### src/logic/panel_geom_pkg.sv
// panel geometry for the LED matrix command front end
// default panel size and the fields of a frame memory address
package panel_geom_pkg;

    localparam int DEF_PIXEL_WIDTH = 64;
    localparam int DEF_PIXEL_HEIGHT = 32;
    localparam int DEF_BYTES_PER_PIXEL = 2;
    localparam int DEF_BRIGHTNESS_LEVELS = 6;

    typedef logic [4:0] row_addr_t;
    typedef logic [5:0] col_addr_t;
    typedef logic [0:0] byte_sel_t;

    // byte_sel holds the inverted byte number, so pixel bytes sit
    // little-endian in memory
    typedef struct packed {
        row_addr_t row;
        col_addr_t col;
        byte_sel_t byte_sel;
    } frame_addr_t;

endpackage

### src/logic/panel_cmd_pkg.sv
// command encoding for the LED matrix front end
// opcodes, the received byte and the frame memory write
package panel_cmd_pkg;

    typedef enum logic [7:0] {
        OP_RED_ENABLE        = 8'h52,
        OP_RED_DISABLE       = 8'h72,
        OP_GREEN_ENABLE      = 8'h47,
        OP_GREEN_DISABLE     = 8'h67,
        OP_BLUE_ENABLE       = 8'h42,
        OP_BLUE_DISABLE      = 8'h62,
        OP_BRIGHTNESS_ZERO   = 8'h30,
        OP_BRIGHTNESS_ONE    = 8'h31,
        OP_BRIGHTNESS_TWO    = 8'h32,
        OP_BRIGHTNESS_THREE  = 8'h33,
        OP_BRIGHTNESS_FOUR   = 8'h34,
        OP_BRIGHTNESS_FIVE   = 8'h35,
        OP_BRIGHTNESS_SIX    = 8'h36,
        OP_BRIGHTNESS_NINE   = 8'h39,
        OP_READ_BRIGHTNESS   = 8'h54,
        OP_BLANK_PANEL       = 8'h5a,
        OP_READ_PIXEL        = 8'h50
    } cmd_opcode_t;

    // same byte, read as opcode in idle and as argument inside a command
    typedef union packed {
        cmd_opcode_t opcode;
        logic [7:0]  arg;
    } rx_byte_u;

    typedef struct packed {
        panel_geom_pkg::frame_addr_t addr;
        logic [7:0]                  data;
        logic                        we;
    } ram_wr_t;

    typedef enum logic [1:0] {
        ST_IDLE,
        ST_LOAD_BRIGHTNESS,
        ST_WRITE_PIXEL,
        ST_BLANK
    } cmd_state_t;

endpackage

### src/logic/display_ctrl_regs.sv
// display settings registers
// colour enables and brightness planes, with a pending brightness copy
module display_ctrl_regs
    import panel_geom_pkg::*, panel_cmd_pkg::*;
#(
    parameter int BRIGHTNESS_LEVELS = DEF_BRIGHTNESS_LEVELS
) (
    input  logic                         clk_in,
    input  logic                         reset,
    input  logic                         op_strobe,
    input  cmd_opcode_t                  op_code,
    input  logic                         mask_load,
    input  logic [7:0]                   arg_byte,
    output logic [2:0]                   rgb_enable,
    output logic [BRIGHTNESS_LEVELS-1:0] brightness_enable
);
    localparam logic [BRIGHTNESS_LEVELS-1:0] TOP_PLANE = {1'b1, {(BRIGHTNESS_LEVELS-1){1'b0}}};

    logic                         op_valid_q;
    logic                         mask_valid_q;
    cmd_opcode_t                  op_code_q;
    logic [7:0]                   arg_q;
    logic [BRIGHTNESS_LEVELS-1:0] brightness_temp;
    logic [BRIGHTNESS_LEVELS-1:0] plane_mask;
    logic [7:0]                   plane_num;

    // brightness one is the top plane, six the lowest
    always_comb begin
        plane_num = 8'(op_code_q) - 8'(OP_BRIGHTNESS_ONE);
        plane_mask = '0;
        if (op_code_q inside {[OP_BRIGHTNESS_ONE:OP_BRIGHTNESS_SIX]}) begin
            plane_mask = TOP_PLANE >> plane_num;
        end
    end

    always_ff @(posedge clk_in) begin
        if (op_strobe) begin
            op_code_q <= op_code;
        end
        if (mask_load) begin
            arg_q <= arg_byte;
        end
    end

    always_ff @(posedge clk_in) begin
        if (reset) begin
            op_valid_q <= 1'b0;
            mask_valid_q <= 1'b0;
            rgb_enable <= 3'b111;
            brightness_temp <= '1;
            brightness_enable <= '1;
        end else begin
            op_valid_q <= op_strobe;
            mask_valid_q <= mask_load;
            // pending copy goes live one cycle later
            brightness_enable <= brightness_temp;
            if (mask_valid_q) begin
                brightness_temp <= arg_q[BRIGHTNESS_LEVELS-1:0];
            end else if (op_valid_q) begin
                case (op_code_q)
                    OP_RED_ENABLE:      rgb_enable[0] <= 1'b1;
                    OP_RED_DISABLE:     rgb_enable[0] <= 1'b0;
                    OP_GREEN_ENABLE:    rgb_enable[1] <= 1'b1;
                    OP_GREEN_DISABLE:   rgb_enable[1] <= 1'b0;
                    OP_BLUE_ENABLE:     rgb_enable[2] <= 1'b1;
                    OP_BLUE_DISABLE:    rgb_enable[2] <= 1'b0;
                    OP_BRIGHTNESS_ZERO: brightness_temp <= '0;
                    OP_BRIGHTNESS_NINE: brightness_temp <= '1;
                    default:            brightness_temp <= brightness_temp ^ plane_mask;
                endcase
            end
        end
    end

endmodule

### src/logic/cmd_dispatch.sv
// command dispatcher
// latches bytes, runs the command FSM and muxes engine writes to memory
module cmd_dispatch
    import panel_cmd_pkg::*;
(
    input  logic        clk_in,
    input  logic        reset,
    input  rx_byte_u    data_rx,
    input  logic        data_ready_n,
    output logic        op_strobe,
    output cmd_opcode_t op_code,
    output logic        mask_load,
    output logic [7:0]  arg_byte,
    output logic        pix_start,
    output logic        pix_arg_valid,
    input  ram_wr_t     pix_wr,
    input  logic        pix_done,
    output logic        blank_start,
    input  ram_wr_t     blank_wr,
    input  logic        blank_done,
    output ram_wr_t     ram_wr,
    output logic        busy,
    output logic        ready_for_data
);
    rx_byte_u   rx_latch;
    logic       rx_valid;
    logic       accept;
    logic       cmd_done;
    logic       take_opcode;
    cmd_state_t state;

    assign accept = ~data_ready_n && ready_for_data;

    always_ff @(posedge clk_in) begin
        if (accept) begin
            rx_latch <= data_rx;
        end
    end

    always_ff @(posedge clk_in) begin
        if (reset) begin
            rx_valid <= 1'b0;
        end else begin
            rx_valid <= accept;
        end
    end

    // a finishing engine frees the dispatcher for a new opcode in its done cycle
    assign cmd_done = (state == ST_WRITE_PIXEL && pix_done) || (state == ST_BLANK && blank_done);
    assign take_opcode = rx_valid && (state == ST_IDLE || cmd_done);

    assign op_code = rx_latch.opcode;
    assign arg_byte = rx_latch.arg;
    assign op_strobe = take_opcode;
    assign pix_start = take_opcode && rx_latch.opcode == OP_READ_PIXEL;
    assign blank_start = take_opcode && rx_latch.opcode == OP_BLANK_PANEL;
    assign mask_load = rx_valid && state == ST_LOAD_BRIGHTNESS;
    assign pix_arg_valid = rx_valid && state == ST_WRITE_PIXEL && !pix_done;

    always_ff @(posedge clk_in) begin
        if (reset) begin
            state <= ST_IDLE;
        end else if (take_opcode) begin
            case (rx_latch.opcode)
                OP_READ_BRIGHTNESS: state <= ST_LOAD_BRIGHTNESS;
                OP_READ_PIXEL:      state <= ST_WRITE_PIXEL;
                OP_BLANK_PANEL:     state <= ST_BLANK;
                default:            state <= ST_IDLE;
            endcase
        end else if (cmd_done || mask_load) begin
            state <= ST_IDLE;
        end
    end

    always_comb begin
        case (state)
            ST_WRITE_PIXEL: ram_wr = pix_wr;
            ST_BLANK:       ram_wr = blank_wr;
            default:        ram_wr = '0;
        endcase
    end

    assign busy = state != ST_IDLE;
    // blanking takes no arguments, so hold the sender off until it ends
    assign ready_for_data = ~((state == ST_BLANK && !blank_done) || blank_start);

    a_no_write_in_idle: assert property (@(posedge clk_in) disable iff (reset)
        state == ST_IDLE |-> !(pix_wr.we || blank_wr.we));

    // engine done only while its own command is running
    a_done_in_own_state: assert property (@(posedge clk_in) disable iff (reset)
        (!pix_done || state == ST_WRITE_PIXEL) && (!blank_done || state == ST_BLANK));

endmodule

### src/logic/pixel_write_cmd.sv
// write-one-pixel engine
// takes row, column and pixel bytes, one memory write per pixel byte
module pixel_write_cmd
    import panel_geom_pkg::*, panel_cmd_pkg::*;
#(
    parameter int BYTES_PER_PIXEL = DEF_BYTES_PER_PIXEL
) (
    input  logic       clk_in,
    input  logic       reset,
    input  logic       start,
    input  logic       arg_valid,
    input  logic [7:0] arg_byte,
    output ram_wr_t    wr,
    output logic       done
);
    // row and column come before the pixel bytes
    localparam int ARG_COUNT = BYTES_PER_PIXEL + 2;
    localparam int CNT_W = $clog2(ARG_COUNT);

    logic [CNT_W-1:0] arg_cnt;
    logic [CNT_W-1:0] byte_num;
    logic             last_byte;
    logic             is_data;
    row_addr_t        row_q;
    col_addr_t        col_q;
    frame_addr_t      wr_addr;
    logic [7:0]       wr_data;
    logic             wr_we;

    assign byte_num = arg_cnt - CNT_W'(2);
    assign last_byte = arg_cnt == CNT_W'(ARG_COUNT - 1);
    assign is_data = arg_cnt >= CNT_W'(2);

    always_ff @(posedge clk_in) begin
        if (arg_valid && arg_cnt == '0) begin
            row_q <= row_addr_t'(arg_byte);
        end
        if (arg_valid && arg_cnt == CNT_W'(1)) begin
            col_q <= col_addr_t'(arg_byte);
        end
        if (arg_valid && is_data) begin
            wr_addr.row <= row_q;
            wr_addr.col <= col_q;
            wr_addr.byte_sel <= ~byte_sel_t'(byte_num);
            wr_data <= arg_byte;
        end
    end

    always_ff @(posedge clk_in) begin
        if (reset) begin
            arg_cnt <= '0;
            wr_we <= 1'b0;
            done <= 1'b0;
        end else begin
            wr_we <= 1'b0;
            done <= 1'b0;
            if (start) begin
                arg_cnt <= '0;
            end else if (arg_valid) begin
                arg_cnt <= last_byte ? '0 : arg_cnt + CNT_W'(1);
                wr_we <= is_data;
                done <= last_byte;
            end
        end
    end

    assign wr = '{addr: wr_addr, data: wr_data, we: wr_we};

    // a new command never cuts into an unfinished one
    a_start_between_commands: assert property (@(posedge clk_in) disable iff (reset)
        start |-> arg_cnt == '0);

endmodule

### src/logic/blank_panel_cmd.sv
// blank-panel engine
// writes zero to every frame byte, one address per clock
module blank_panel_cmd
    import panel_geom_pkg::*, panel_cmd_pkg::*;
#(
    parameter int PIXEL_WIDTH = DEF_PIXEL_WIDTH,
    parameter int PIXEL_HEIGHT = DEF_PIXEL_HEIGHT,
    parameter int BYTES_PER_PIXEL = DEF_BYTES_PER_PIXEL
) (
    input  logic    clk_in,
    input  logic    reset,
    input  logic    start,
    output ram_wr_t wr,
    output logic    done
);
    localparam int FRAME_BYTES = PIXEL_WIDTH * PIXEL_HEIGHT * BYTES_PER_PIXEL;
    localparam int CNT_W = $bits(frame_addr_t);

    logic [CNT_W-1:0] cnt;
    logic             active;
    logic             last_addr;
    frame_addr_t      wr_addr;
    logic             wr_we;

    assign last_addr = cnt == CNT_W'(FRAME_BYTES - 1);

    always_ff @(posedge clk_in) begin
        wr_addr <= frame_addr_t'(cnt);
    end

    always_ff @(posedge clk_in) begin
        if (reset) begin
            cnt <= '0;
            active <= 1'b0;
            wr_we <= 1'b0;
            done <= 1'b0;
        end else begin
            wr_we <= active;
            done <= active && last_addr;
            if (start) begin
                cnt <= '0;
                active <= 1'b1;
            end else if (active) begin
                cnt <= cnt + CNT_W'(1);
                // stop after the final address has gone out
                if (last_addr) begin
                    active <= 1'b0;
                end
            end
        end
    end

    assign wr = '{addr: wr_addr, data: 8'h00, we: wr_we};

endmodule

### src/logic/panel_cmd_top.sv
// LED matrix command front end top level
// connects the dispatcher, settings registers and memory engines
module panel_cmd_top
    import panel_geom_pkg::*, panel_cmd_pkg::*;
#(
    parameter int PIXEL_WIDTH = DEF_PIXEL_WIDTH,
    parameter int PIXEL_HEIGHT = DEF_PIXEL_HEIGHT,
    parameter int BYTES_PER_PIXEL = DEF_BYTES_PER_PIXEL,
    parameter int BRIGHTNESS_LEVELS = DEF_BRIGHTNESS_LEVELS
) (
    input  logic                         clk_in,
    input  logic                         reset,
    input  rx_byte_u                     data_rx,
    input  logic                         data_ready_n,
    output logic [2:0]                   rgb_enable,
    output logic [BRIGHTNESS_LEVELS-1:0] brightness_enable,
    output ram_wr_t                      ram_wr,
    output logic                         busy,
    output logic                         ready_for_data
);
    logic        op_strobe;
    cmd_opcode_t op_code;
    logic        mask_load;
    logic [7:0]  arg_byte;
    logic        pix_start;
    logic        pix_arg_valid;
    ram_wr_t     pix_wr;
    logic        pix_done;
    logic        blank_start;
    ram_wr_t     blank_wr;
    logic        blank_done;

    cmd_dispatch dispatch (
        .clk_in(clk_in), .reset(reset), .data_rx(data_rx), .data_ready_n(data_ready_n),
        .op_strobe(op_strobe), .op_code(op_code), .mask_load(mask_load), .arg_byte(arg_byte),
        .pix_start(pix_start), .pix_arg_valid(pix_arg_valid), .pix_wr(pix_wr),
        .pix_done(pix_done), .blank_start(blank_start), .blank_wr(blank_wr),
        .blank_done(blank_done), .ram_wr(ram_wr), .busy(busy), .ready_for_data(ready_for_data)
    );

    display_ctrl_regs #(.BRIGHTNESS_LEVELS(BRIGHTNESS_LEVELS)) ctrl_regs (
        .clk_in(clk_in), .reset(reset), .op_strobe(op_strobe), .op_code(op_code),
        .mask_load(mask_load), .arg_byte(arg_byte), .rgb_enable(rgb_enable),
        .brightness_enable(brightness_enable)
    );

    pixel_write_cmd #(.BYTES_PER_PIXEL(BYTES_PER_PIXEL)) pixel_write (
        .clk_in(clk_in), .reset(reset), .start(pix_start), .arg_valid(pix_arg_valid),
        .arg_byte(arg_byte), .wr(pix_wr), .done(pix_done)
    );

    blank_panel_cmd #(
        .PIXEL_WIDTH(PIXEL_WIDTH), .PIXEL_HEIGHT(PIXEL_HEIGHT), .BYTES_PER_PIXEL(BYTES_PER_PIXEL)
    ) blank_panel (
        .clk_in(clk_in), .reset(reset), .start(blank_start), .wr(blank_wr), .done(blank_done)
    );

endmodule

### config.mk
export PLATFORM = sky130hd
export DESIGN_NAME = panel_cmd_top
export DESIGN_NICKNAME = d
export VERILOG_FILES = /design/src/logic/panel_geom_pkg.sv /design/src/logic/panel_cmd_pkg.sv /design/src/logic/display_ctrl_regs.sv /design/src/logic/cmd_dispatch.sv /design/src/logic/pixel_write_cmd.sv /design/src/logic/blank_panel_cmd.sv /design/src/logic/panel_cmd_top.sv
export SDC_FILE = /design/constraint.sdc
export NUM_CORES = 1
export LEC_CHECK = 0
export BUFFER_PORTS_ARGS = -buffer_cell sky130_fd_sc_hd__buf_2
export CORE_UTILIZATION = 40
export CTS_BUF_LIST = sky130_fd_sc_hd__clkbuf_16
export DETAILED_ROUTE_END_ITERATION = 7
export PLACE_DENSITY = 0.57
export SLEW_MARGIN = 20
export SYNTH_ARGS = -nofsm -noshare
export SYNTH_HDL_FRONTEND = slang
export SYNTH_HIERARCHICAL = 1
export SYNTH_SLANG_ARGS = --single-unit
### constraint.sdc
create_clock -name clk_in -period 2.1 [get_ports clk_in]
set_input_delay 0.21 -clock clk_in [delete_from_list [all_inputs] [get_ports clk_in]]
set_output_delay 0.21 -clock clk_in [all_outputs]
set_load 0.1 [all_outputs]
After elaboration in Yosys (flattened, before gate mapping)
Index checks and enable logic that the tools add are counted.

Register bits after elaboration: 104. Output and inout bits: 32. Word-level logic and storage cells: 112.

Add/sub/neg operators: 4. Order comparisons: 3. Equality and inequality tests: 18. Shift-type cells: 1. Multiplexer cells: 15. Bitwise gates (word level): 6. Reductions and logical operators: 37.

Operators with widths (number): $eq 8x7->1 const B (9); $pmux 21 s2 (1); $mux 6 (3); $pmux 6 s3 (1); $eq 8x6->1 const B (2); $logic_and 1x1->1 (15); $add 12x1->12 const B (1); $eq 12x12->1 const B (1); $reduce_bool 2->1 (6); $reduce_and 3->1 (3); $ge 8x6->1 const B (1); $le 8x6->1 const B (1); $shr 6x8->6 const A (1); $sub 8x6->8 const B (1); $eq 2x2->1 const B (3); $mux 2 (3); $pmux 1 s2 (3); $pmux 2 s3 (1); $reduce_or 6->1 (1); $xor 6x6->6 (1); $not 1->1 (5); $eq 2x1->1 const B (2); $logic_not 2->1 (2); $logic_or 1x1->1 (4); 9 further kinds (13).

Logic depth before layout (Yosys ltp)
Gate-level depths: netlist of run 1.

Depth after elaboration: 9. Gate-level depth with buffers: 7. Mapped depth without buffers: 7.

By module
The synthesis of run 1 kept the hierarchy.

Modules (own cells, without submodules): display_ctrl_regs (times used 1, cells an instance 140, area an instance 1496.4 um^2, seq. area each 760.7 um^2); pixel_write_cmd (times used 1, cells an instance 53, area an instance 1154.9 um^2, seq. area each 1011.0 um^2); cmd_dispatch (times used 1, cells an instance 98, area an instance 1017.2 um^2, seq. area each 300.3 um^2); blank_panel_cmd (times used 1, cells an instance 92, area an instance 962.2 um^2, seq. area each 540.5 um^2).

Worst setup path after synthesis of run 1
No wires, ideal clock.

Path type: reg-to-output. Start point: register dispatch.state[1]. End point: output ready_for_data. Data arrival time: 2109 ps. Required time: 1890 ps. Setup slack: -219 ps. Cell stages (with the launch flop): 6. Cells stage by stage: dfxtp_1 buf_6 nand2b_4 o2111ai_2 nor2_4 nor2_1.

Longest elaborated chain between the ends: 8. Elaborated cells on any way between the ends: 12. Classes of those cells: eq/ne: 2; bitwise: 1; reduce/logical: 9.

RTL lines: start, declared (RTL line cmd_dispatch.sv:30) `cmd_state_t state;`; start signal, assigned (RTL line cmd_dispatch.sv:62) `state <= ST_IDLE;`; start signal, assigned (RTL line cmd_dispatch.sv:65) `OP_READ_BRIGHTNESS: state <= ST_LOAD_BRIGHTNESS;`; start signal, assigned (RTL line cmd_dispatch.sv:66) `OP_READ_PIXEL: state <= ST_WRITE_PIXEL;`; $eq 2x2->1 (RTL line cmd_dispatch.sv:49) `assign cmd_done = (state == ST_WRITE_PIXEL && pix_done) || (state == ST_BLANK && blank_done);`; $logic_and 1x1->1 (RTL line cmd_dispatch.sv:49); $logic_or 1x1->1 (RTL line cmd_dispatch.sv:49); $logic_or 1x1->1 (*) (RTL line cmd_dispatch.sv:50) `assign take_opcode = rx_valid && (state == ST_IDLE || cmd_done);`; $logic_and 1x1->1 (*) (RTL line cmd_dispatch.sv:50); $logic_and 1x1->1 (*) (RTL line cmd_dispatch.sv:56) `assign blank_start = take_opcode && rx_latch.opcode == OP_BLANK_PANEL;`; net blank_start (RTL line panel_cmd_top.sv:29) `logic blank_start;`; $logic_or 1x1->1 (*) (RTL line cmd_dispatch.sv:85) `assign ready_for_data = ~((state == ST_BLANK && !blank_done) || blank_start);`; $not 1->1 (*) (RTL line cmd_dispatch.sv:85); end, declared (RTL line panel_cmd_top.sv:19) `output logic ready_for_data`.

The timed path passes the listed nets; every way through them passes the cells marked *.

Worst setup path in the final report of run 1
Start point: register ctrl_regs.op_code_q[0]. End point: register ctrl_regs.brightness_temp[1].

Longest elaborated chain between the ends: 7. Elaborated cells on any way between the ends: 21. Classes of those cells: add/sub: 1; order compare: 2; eq/ne: 9; shift: 1; mux: 4; bitwise: 1; reduce/logical: 3.

RTL lines: start, declared (RTL line display_ctrl_regs.sv:21) `cmd_opcode_t op_code_q;`; start signal, assigned (RTL line display_ctrl_regs.sv:38) `op_code_q <= op_code;`; $sub 8x6->8, or another cell as far along (RTL line display_ctrl_regs.sv:29) `plane_num = 8'(op_code_q) - 8'(OP_BRIGHTNESS_ONE);`; $shr 6x8->6 / $logic_and 1x1->1 (equally long branches) (RTL line display_ctrl_regs.sv:32, display_ctrl_regs.sv:31); $mux 6 (RTL line display_ctrl_regs.sv:31) `if (op_code_q inside {[OP_BRIGHTNESS_ONE:OP_BRIGHTNESS_SIX]}) begin`; $xor 6x6->6 (RTL line display_ctrl_regs.sv:69) `default: brightness_temp <= brightness_temp ^ plane_mask;`; $pmux 6 s3 (RTL line display_ctrl_regs.sv:60) `case (op_code_q)`; $mux 6 (RTL line display_ctrl_regs.sv:59) `end else if (op_valid_q) begin`; $mux 6 (RTL line display_ctrl_regs.sv:57) `if (mask_valid_q) begin`; end signal, assigned (RTL line display_ctrl_regs.sv:58) `brightness_temp <= arg_q[BRIGHTNESS_LEVELS-1:0];`; end signal, assigned (RTL line display_ctrl_regs.sv:69); end, declared (RTL line display_ctrl_regs.sv:23) `logic [BRIGHTNESS_LEVELS-1:0] brightness_temp;`.

Parallel ways exist; a longest one is shown, timed or not. The select of a mux whose other input is x is not followed. A chain may end at the register's enable or synchronous reset.

==> results of run 1 <==
-- routing by layer --
metal | up-vias | global-route usage, %
met4 | 0 | 6.86
met5 | - | 0
met2 | 61 | 26.1
met3 | 10 | 3.85
li1 | 1500 | -
met1 | 1417 | 23.1
-- how the worst min path moves through the flow --
stage / slack (ns) / endpoint / cells past startpoint / start
2_1_floorplan: 0.28 / dispatch/rx_valid / 1 / reset
6_report: 0.04 / dispatch/arg_byte[2] / 1 / data_rx[2]
3_3_place_gp: 0.38 / blank_panel/wr[19] / 0 / blank_panel/cnt[10]
3_5_place_dp: 0.38 / blank_panel/wr[19] / 0 / blank_panel/cnt[10]
5_1_grt: 0.03 / dispatch/arg_byte[6] / 1 / data_rx[6]
4_1_cts: 0.03 / dispatch/arg_byte[2] / 1 / data_rx[2]
-- metrics by stage --
| stage | setup WS, ns | instance area (um^2) | cells | utilization [%] | power (mW) |
|---|---|---|---|---|---|
| after floorplan | -0.0364 | 4740 | 390 | - | 2.32 |
| after global placement | 0.00466 | 5360 | 573 | 48.4 | 2.37 |
| after detailed placement | -0.0326 | 5360 | 573 | 48.4 | 2.38 |
| after CTS | -0.000965 | 5700 | 590 | 51.4 | 4.03 |
| after global routing | -0.0856 | 5760 | 596 | 52.0 | 4.13 |
| final | -0.0122 | 5760 | 596 | 52.0 | 3.99 |
-- power by group --
group / total [mW] / switching, mW / internal [mW]
Sequential: 2.17 / 0.0169 / 2.15
Clock: 1.65 / 0.708 / 0.940
Combinational: 0.171 / 0.0996 / 0.0713
Total: 3.99 / 0.825 / 3.16
-- repair_timing --
item,CTS,global route
gates resized for setup,7,5
buffers inserted,1,6
pin swaps,0,5
hold buffers,0,0
endpoints found under the setup margin,8,6
cloned,0,0
-- sequential cells by signal, indices dropped and copies added, names as in the netlist, 8 cells and up --
signal and flops:
blank_panel/cnt 12, pixel_write/wr 12, blank_panel/wr 12, pixel_write/wr_data 8, dispatch/arg_byte 8, ctrl_regs/op_code_q 8
-- cell usage in the layout (no fill, tap or decap), drive strengths merged, types with 11 or more instances in the layout --
master / netlist / final
dfxtp: 51 / 51
nor2b: 30 / 30
edfxtp: 53 / 53
buf: 25 / 79
nor2: 22 / 22
nand2: 16 / 16
inv: 13 / 15
clkbuf: 4 / 11
nor3: 11 / 11
mux2i: 30 / 30
-- cells by family (layout without fill, tap and decap cells) --
group | Yosys count | in the layout
compound gates | 45 | 45
xor+xnor | 7 | 7
fa+ha+maj | 9 | 9
buf+inv | 43 | 109
flops | 104 | 104
mux | 32 | 32
other cells | 1 | 8
simple gates | 142 | 142
-- final cells by class --
type	instances	area share, %
well taps	140	3.04
flip-flops and latches	104	45.4
clock inverters	5	0.500
multi-input cells	243	32.5
repair buffers	79	12.9
clock buffers	11	4.78
inverters	14	0.913
==> impl_metrics.csv, run 1 <==
group,metric,value,unit
yosys,seq_area_frac_synth,56.4,%
floorplan,io_pins,43,
sta,tns,-0.0122,ns
detailed_routing,wl,9020,um
grt,grt_pass1_vias,2909,
yosys,ys_top_cells_by_area,"edfxtp_1, dfxtp_1, mux2i_1",
setup_path,end_kind,"register",
yosys,yosysTopAreaCellShare,34.4,%
finish,nFillCells,939,
finish,ff_latch_area,0.00261,mm^2
setup_path,path_class,"register to register",
clock_network,cts_buffers,9,
grt,grt_antenna_before_repair,0,
setup_path,worstPathArrival,2.32,ns
yosys,synth_mux_area_share,7.05,%
floorplan,core,0.0111,mm^2
setup_path,path_depth,6,
yosys,synthMostInstantiatedCell,"edfxtp_1",
clock_network,clk_pin_slew,0.07,ns
grt,grt-ovfl-total,0,
clock_network,clock_latency,0.34,ns
setup_path,start_kind,"register",
yosys,yosys_warnings,6,
setup_path,path_buf_inv,1,
grt,grt_max_degree,22,
sta,fin_worst_skew,0.00829,ns
finish,nets,471,
finish,synthToLayoutAreaGrowth,24.3,%
yosys,yosysTopAreaCell,"edfxtp_1",
floorplan,dieArea,0.0120,mm^2
setup_path,crit_start,"ctrl_regs/op_code_q[0]",
yosys,synth_common_cells,"edfxtp_1, dfxtp_1, mux2i_1, nor2b_1, nor2_1",
sta,worst_pin_slew,0.593,ns
floorplan,start_util,41.8,%
clock_network,htreeDepth,3,
clock_network,clk_path_buf_depth,2,
sta,setup_slack,-0.0122,ns
hold_path,hp-class,"input port to register",
flow_run,max_cap_viol_count,0,
yosys,synth_compound_area_share,7.16,%
setup_path,r2r_cells,6,
yosys,syn_avg_cell_area,12.1,um^2
sta,rsz0062_at_grt,"true",
finish,diodes,0,
sta,drv_slew,0,
sta,max_slew_margin,60.3,%
setup_path,r2r-end,"ctrl_regs/brightness_temp[1]",
yosys,synth_area,0.00463,mm^2
setup_path,crit_end,"ctrl_regs/brightness_temp[1]",
sta,finalSetupViolations,1,
detailed_routing,routedWlPerCell,15.1,um
setup_path,regToRegStartpoint,"ctrl_regs/op_code_q[0]",
yosys,synth_top_family_by_area,"simple AND/OR/NAND/NOR gates",
finish,layout-drive-gt1-share,33.6,%
sta,period_share,101,%
setup_path,cp_data_required_time,2.31,ns
clock_network,cts_tree,"done",
detailed_routing,drt_iter0_drc,158,
detailed_routing,drt_pass1_iterations,4,
yosys,yosys_register_bits,104,
placed_design,dp_hpwl,6530,um
floorplan,die_h,110,um
yosys,synth_xor_area_share,1.32,%
finish,multiInputGateArea,0.00187,mm^2
detailed_routing,wl_met1,4440,um
setup_path,cp_max_fo,4,
yosys,syn_inst,383,
yosys,synth-edff-count,53,
setup_path,r2r_slack,-0.01,ns
floorplan,num_rows,38,
yosys,synthAdderAreaFrac,2.43,%
sta,max_freq,473,MHz
placed_design,io_buffers,42,
sta,hold_slack,0.0437,ns
detailed_routing,vias_per_cell,5.01,
pwr,ir_drop,428,uV
setup_path,critPathMaxStageDelay,0.53,ns
yosys,synthSimpleGateAreaFrac,19.6,%
run_status,status,"finished, violations left",
detailed_routing,dr_wl_met2,4110,um
setup_path,critPathTopFamily,"simple AND/OR/NAND/NOR gates",
setup_path,cp_slowest_cell,"or4b_4",
grt,grt_pass1_wl,14900,um
clock_network,clkSinkCount,104,
floorplan,die_x,110,um
clock_network,cts_root_buf,"clkbuf_16",
pwr,p_per_area,693,mW/mm^2
placed_design,gp_congestion,0.828,
detailed_routing,drc,0,
yosys,synth.distinct_cells,67,
sta,hold_violations,0,
yosys,yosys_most_used_dff,"edfxtp_1",
run_status,violations,"negative setup slack",
grt,grtUsageTotal,17.0,%
setup_path,cp_cell_sequence,"buf_4 > or4b_4 > a21oi_2 > nor2_2 > o21a_1 > or4_1",
yosys,async_reset_ff_share,0,%
detailed_routing,ant_nets,0,
sta,period_needed,2.11,ns
detailed_routing,highest_layer,"met4",
detailed_routing,wl_met3,325,um
detailed_routing,num_vias,2988,
pwr,power.leakage,2.04,nW
(Power assumes the default switching activity.)
==> inputs of run 2 (changes only) <==
--- a/config.mk
+++ b/config.mk
@@ -6,6 +6,7 @@
 export NUM_CORES = 1
 export LEC_CHECK = 0
 export BUFFER_PORTS_ARGS = -buffer_cell sky130_fd_sc_hd__buf_2
+export CAP_MARGIN = 20
 export CORE_UTILIZATION = 40
 export CTS_BUF_LIST = sky130_fd_sc_hd__clkbuf_16
 export DETAILED_ROUTE_END_ITERATION = 7
==> constraint.sdc (replaced) <==
create_clock -name clk_in -period 2.1 [get_ports clk_in]
set_input_delay 0.21 -clock clk_in [delete_from_list [all_inputs] [get_ports clk_in]]
set_output_delay 0.21 -clock clk_in [all_outputs]
set_load 0.05 [all_outputs]
==> impl_metrics.csv, run 2 (synthesis gave the netlist of run 1 again) <==
group,metric,value,unit
grt,grt_max_degree,20,
placed_design,io_buffers,42,
pwr,ir_drop,323,uV
floorplan,die_x,110,um
finish,layout-drive-gt1-share,29.4,%
sta,fin_worst_skew,0.0101,ns
hold_path,hp-class,"input port to register",
setup_path,cp_data_required_time,2.32,ns
sta,tns,0,ns
sta,hold_slack,0.0356,ns
setup_path,start_kind,"register",
floorplan,dieArea,0.0120,mm^2
placed_design,gp_congestion,0.792,
detailed_routing,ant_nets,0,
finish,final_area,0.00545,mm^2
setup_path,end_kind,"register",
floorplan,num_rows,38,
grt,grt_pass1_vias,2719,
floorplan,io_pins,43,
sta,worst_pin_slew,0.584,ns
finish,nFillCells,982,
detailed_routing,drc,0,
detailed_routing,drt_iter0_drc,101,
finish,synthToLayoutAreaGrowth,17.7,%
clock_network,clk_path_buf_depth,2,
floorplan,start_util,41.8,%
detailed_routing,drt_pass1_iterations,4,
detailed_routing,num_vias,2900,
detailed_routing,vias_per_cell,4.89,
setup_path,cp_max_fo,4,
flow_run,max_cap_viol_count,0,
clock_network,clock_latency,0.35,ns
pwr,power.leakage,1.97,nW
clock_network,cts_buffers,9,
sta,setup_slack,0.0233,ns
clock_network,clkSinkCount,104,
grt,grt_antenna_before_repair,0,
sta,period_needed,2.08,ns
finish,diodes,0,
placed_design,dp_hpwl,6370,um
clock_network,cts_root_buf,"clkbuf_16",
grt,grtUsageTotal,15.7,%
grt,grt_pass1_wl,13800,um
run_status,status,"completed",
clock_network,hold_buffers,0,
detailed_routing,wl,8680,um
sta,drv_slew,0,
placed_design,dpl_worst_slack,-0.0211,ns
sta,rsz0062_at_grt,"true",
clock_network,htreeDepth,3,
setup_path,worstPathArrival,2.30,ns
floorplan,die_h,110,um
sta,finalSetupViolations,0,
sta,period_share,98.9,%
clock_network,cts_tree,"done",
floorplan,core,0.0111,mm^2
setup_path,path_class,"register to register",
sta,hold_violations,0,
sta,max_freq,482,MHz
sta,max_slew_margin,60.9,%
finish,layout_commonest_cell,"edfxtp_1",
detailed_routing,routedWlPerCell,14.6,um
finish,final_cell_mix,"edfxtp_1, dfxtp_1, buf_2",
finish,fin_cells,593,
placed_design,placedCellCount,575,
grt,grt-ovfl-total,0,
clock_network,clk_pin_slew,0.07,ns
finish,nets,468,
pwr,p_per_area,740,mW/mm^2
placed_design,placed_area,0.00508,mm^2
[run 2: worst paths after layout]
path / startpoint / to / slack [ns] / cells past startpoint
setup / recovery: ctrl_regs/op_code_q[0] / ctrl_regs/brightness_temp[1] / 0.02 / 6
hold / removal: data_rx[2] / dispatch/arg_byte[2] / 0.04 / 1
setup reg to reg: ctrl_regs/op_code_q[0] / ctrl_regs/brightness_temp[1] / 0.02 / 6
hold reg to reg: blank_panel/cnt[9] / blank_panel/wr[18] / 0.38 / 0
[run 2: per-layer routing]
layer / track usage, % / vias to the layer above / routed length [um]
met1: 21.7 / 1339 / 4350
met2: 23.9 / 65 / 3880
met3: 3.38 / 6 / 347
met4: 6.86 / 0 / 102
met5: 0 / - / 0
li1: - / 1490 / -
[run 2: repair_timing]
item	in CTS	in global routing
setup buffers	0	2
pin swaps	0	4
endpoints found under the setup margin	1	4
gates resized for setup	3	8
[run 2: final cells by class]
cell class / count / area [um^2] / area share, %
Sequential cell: 104 / 2610 / 47.9
Multi-Input combinational cell: 243 / 1840 / 33.7
Timing Repair Buffer: 76 / 465 / 8.54
Clock buffer: 10 / 250 / 4.59
Tap cell: 140 / 175 / 3.21
Clock inverter: 6 / 57.6 / 1.06
Inverter: 14 / 52.6 / 0.964
[run 2: report_power, final]
group | internal, mW | switching [mW]
combinational | 0.0670 | 0.0919
clock | 0.989 | 0.719
sequential | 2.15 | 0.0176
total | 3.21 | 0.828
[run 2: critical path, cell delays in order, from the launching register on]
cell and delay [ns]:
edfxtp_1 0.40, buf_4 0.17, or4b_4 0.53, a21oi_2 0.16
nor2_2 0.07, o21a_1 0.18, or4_1 0.46
[run 2: metrics by stage]
stage               utilization, %  total power, mW
floorplan                        -             2.32
global placement              45.9             2.36
detailed placement            45.9             2.37
CTS                           48.8             4.06
global route                  49.2             4.17
finish                        49.2             4.03
==> inputs of run 3 (changes only) <==
--- a/config.mk
+++ b/config.mk
@@ -8,9 +8,10 @@
 export BUFFER_PORTS_ARGS = -buffer_cell sky130_fd_sc_hd__buf_2
 export CAP_MARGIN = 20
 export CORE_UTILIZATION = 40
-export CTS_BUF_LIST = sky130_fd_sc_hd__clkbuf_16
+export CTS_BUF_LIST = sky130_fd_sc_hd__clkbuf_8 sky130_fd_sc_hd__clkbuf_16
 export DETAILED_ROUTE_END_ITERATION = 7
 export PLACE_DENSITY = 0.57
+export SETUP_SLACK_MARGIN = 0.2
 export SLEW_MARGIN = 20
 export SYNTH_ARGS = -nofsm -noshare
 export SYNTH_HDL_FRONTEND = slang
==> impl_metrics.csv, run 3 (synthesis gave the netlist of run 1 again) <==
group,metric,value,unit
run_status,status,"finished, violations left",
run_status,violations,"negative setup slack",
finish,nets,481,
clock_network,clk_path_buf_depth,2,
placed_design,dpl_worst_slack,-0.0212,ns
sta,rsz0062_at_grt,"true",
clock_network,htreeDepth,3,
pwr,p_per_area,704,mW/mm^2
clock_network,clock_latency,0.34,ns
hold_path,min_from,"data_rx[6]",
setup_path,r2r_cells,7,
sta,tns,-0.0179,ns
grt,grt_max_degree,22,
setup_path,regToRegStartpoint,"ctrl_regs/op_code_q[0]",
grt,grt_pass1_vias,2951,
clock_network,clkSinkCount,104,
floorplan,io_pins,43,
floorplan,die_x,110,um
grt,grt-ovfl-total,0,
clock_network,cts_root_buf,"clkbuf_16",
pwr,ir_drop,349,uV
setup_path,cp_data_required_time,2.31,ns
sta,fin_worst_skew,0.00807,ns
grt,grt_pass1_wl,14600,um
placed_design,placed_area,0.00509,mm^2
setup_path,r2r-end,"ctrl_regs/brightness_temp[1]",
hold_path,hp-class,"input port to register",
detailed_routing,ant_nets,0,
finish,fin_util,50.9,%
finish,layout_commonest_cell,"edfxtp_1",
setup_path,end_kind,"register",
detailed_routing,num_vias,3031,
clock_network,cts_buffers,9,
placed_design,dp_hpwl,6510,um
setup_path,r2r_slack,-0.02,ns
sta,drv_slew,0,
detailed_routing,vias_per_cell,5.00,
detailed_routing,wl,9310,um
setup_path,cp_max_fo,4,
grt,grt_antenna_before_repair,0,
sta,period_share,101,%
hold_path,min_to,"dispatch/arg_byte[6]",
floorplan,die_h,110,um
detailed_routing,drt_pass1_iterations,4,
sta,setup_slack,-0.0179,ns
finish,layout-drive-gt1-share,34.1,%
placed_design,io_buffers,42,
finish,fin_cells,606,
sta,hold_violations,0,
grt,grtUsageTotal,16.4,%
clock_network,cts_tree,"done",
floorplan,core,0.0111,mm^2
finish,diodes,0,
detailed_routing,drc,0,
floorplan,start_util,41.8,%
finish,final_area,0.00564,mm^2
pwr,power.leakage,2.05,nW
detailed_routing,routedWlPerCell,15.4,um
placed_design,gp_congestion,0.824,
floorplan,dieArea,0.0120,mm^2
setup_path,path_class,"register to register",
sta,finalSetupViolations,1,
setup_path,start_kind,"register",
detailed_routing,drt_iter0_drc,103,
sta,hold_slack,0.0384,ns
floorplan,num_rows,38,
placed_design,placedCellCount,574,
setup_path,worstPathArrival,2.33,ns
flow_run,max_cap_viol_count,0,
sta,max_freq,472,MHz
finish,synthToLayoutAreaGrowth,21.8,%
finish,final_cell_mix,"edfxtp_1, dfxtp_1, buf_4",
hold_path,holdPathStages,1,
clock_network,clk_pin_slew,0.07,ns
pwr,power,3.97,mW
sta,period_needed,2.12,ns
## run 3: report_power, final
part	internal [mW]	total [mW]	switching [mW]
clock	0.839	1.63	0.786
sequential	2.15	2.17	0.0164
combinational	0.0816	0.184	0.103
total	3.07	3.97	0.905
## run 3: area by class of cell
| cell class | instances | area [um^2] |
|---|---|---|
| fill | 1002 | 5440 |
| sequential | 104 | 2610 |
| multi-input combinational | 243 | 1910 |
| timing repair buffer | 89 | 597 |
| clock buffer | 9 | 225 |
| tap | 140 | 175 |
| clock inverter | 7 | 72.6 |
| inverter | 14 | 52.6 |
## run 3: worst max path at each step
stage	start	end
after floorplan	ctrl_regs/op_code_q[3]	ctrl_regs/brightness_temp[1]
after global placement	ctrl_regs/op_code_q[3]	ctrl_regs/brightness_temp[1]
after detailed placement	ctrl_regs/op_code_q[3]	ctrl_regs/brightness_temp[1]
after CTS	ctrl_regs/op_code_q[0]	ctrl_regs/brightness_temp[1]
after global routing	ctrl_regs/op_code_q[0]	ctrl_regs/brightness_temp[1]
final	ctrl_regs/op_code_q[0]	ctrl_regs/brightness_temp[1]
## run 3: worst max-delay path, cell delays in order (launching register included)
cell and delay [ns]:
edfxtp_1 0.38, inv_2 0.08, ha_4 0.16, or4b_4 0.48, a21oi_2 0.15, nor2_2 0.07, o21a_1 0.16, or4_1 0.50
## run 3: layer usage
| layer | wire length [um] | share of wire [%] | GRT usage (%) |
|---|---|---|---|
| met5 | 0 | 0 | 0 |
| met1 | 4510 | 48 | 21.7 |
| met3 | 230 | 2.5 | 3.32 |
| met2 | 4440 | 48 | 26.3 |
| met4 | 125 | 1.3 | 6.29 |
## run 3: timing repair
action | 4_1_cts | 5_1_grt
hold buffers | 0 | 0
setup endpoints to repair | 14 | 18
pin swaps | 4 | 16
resized for setup | 13 | 20
buffers inserted | 9 | 7
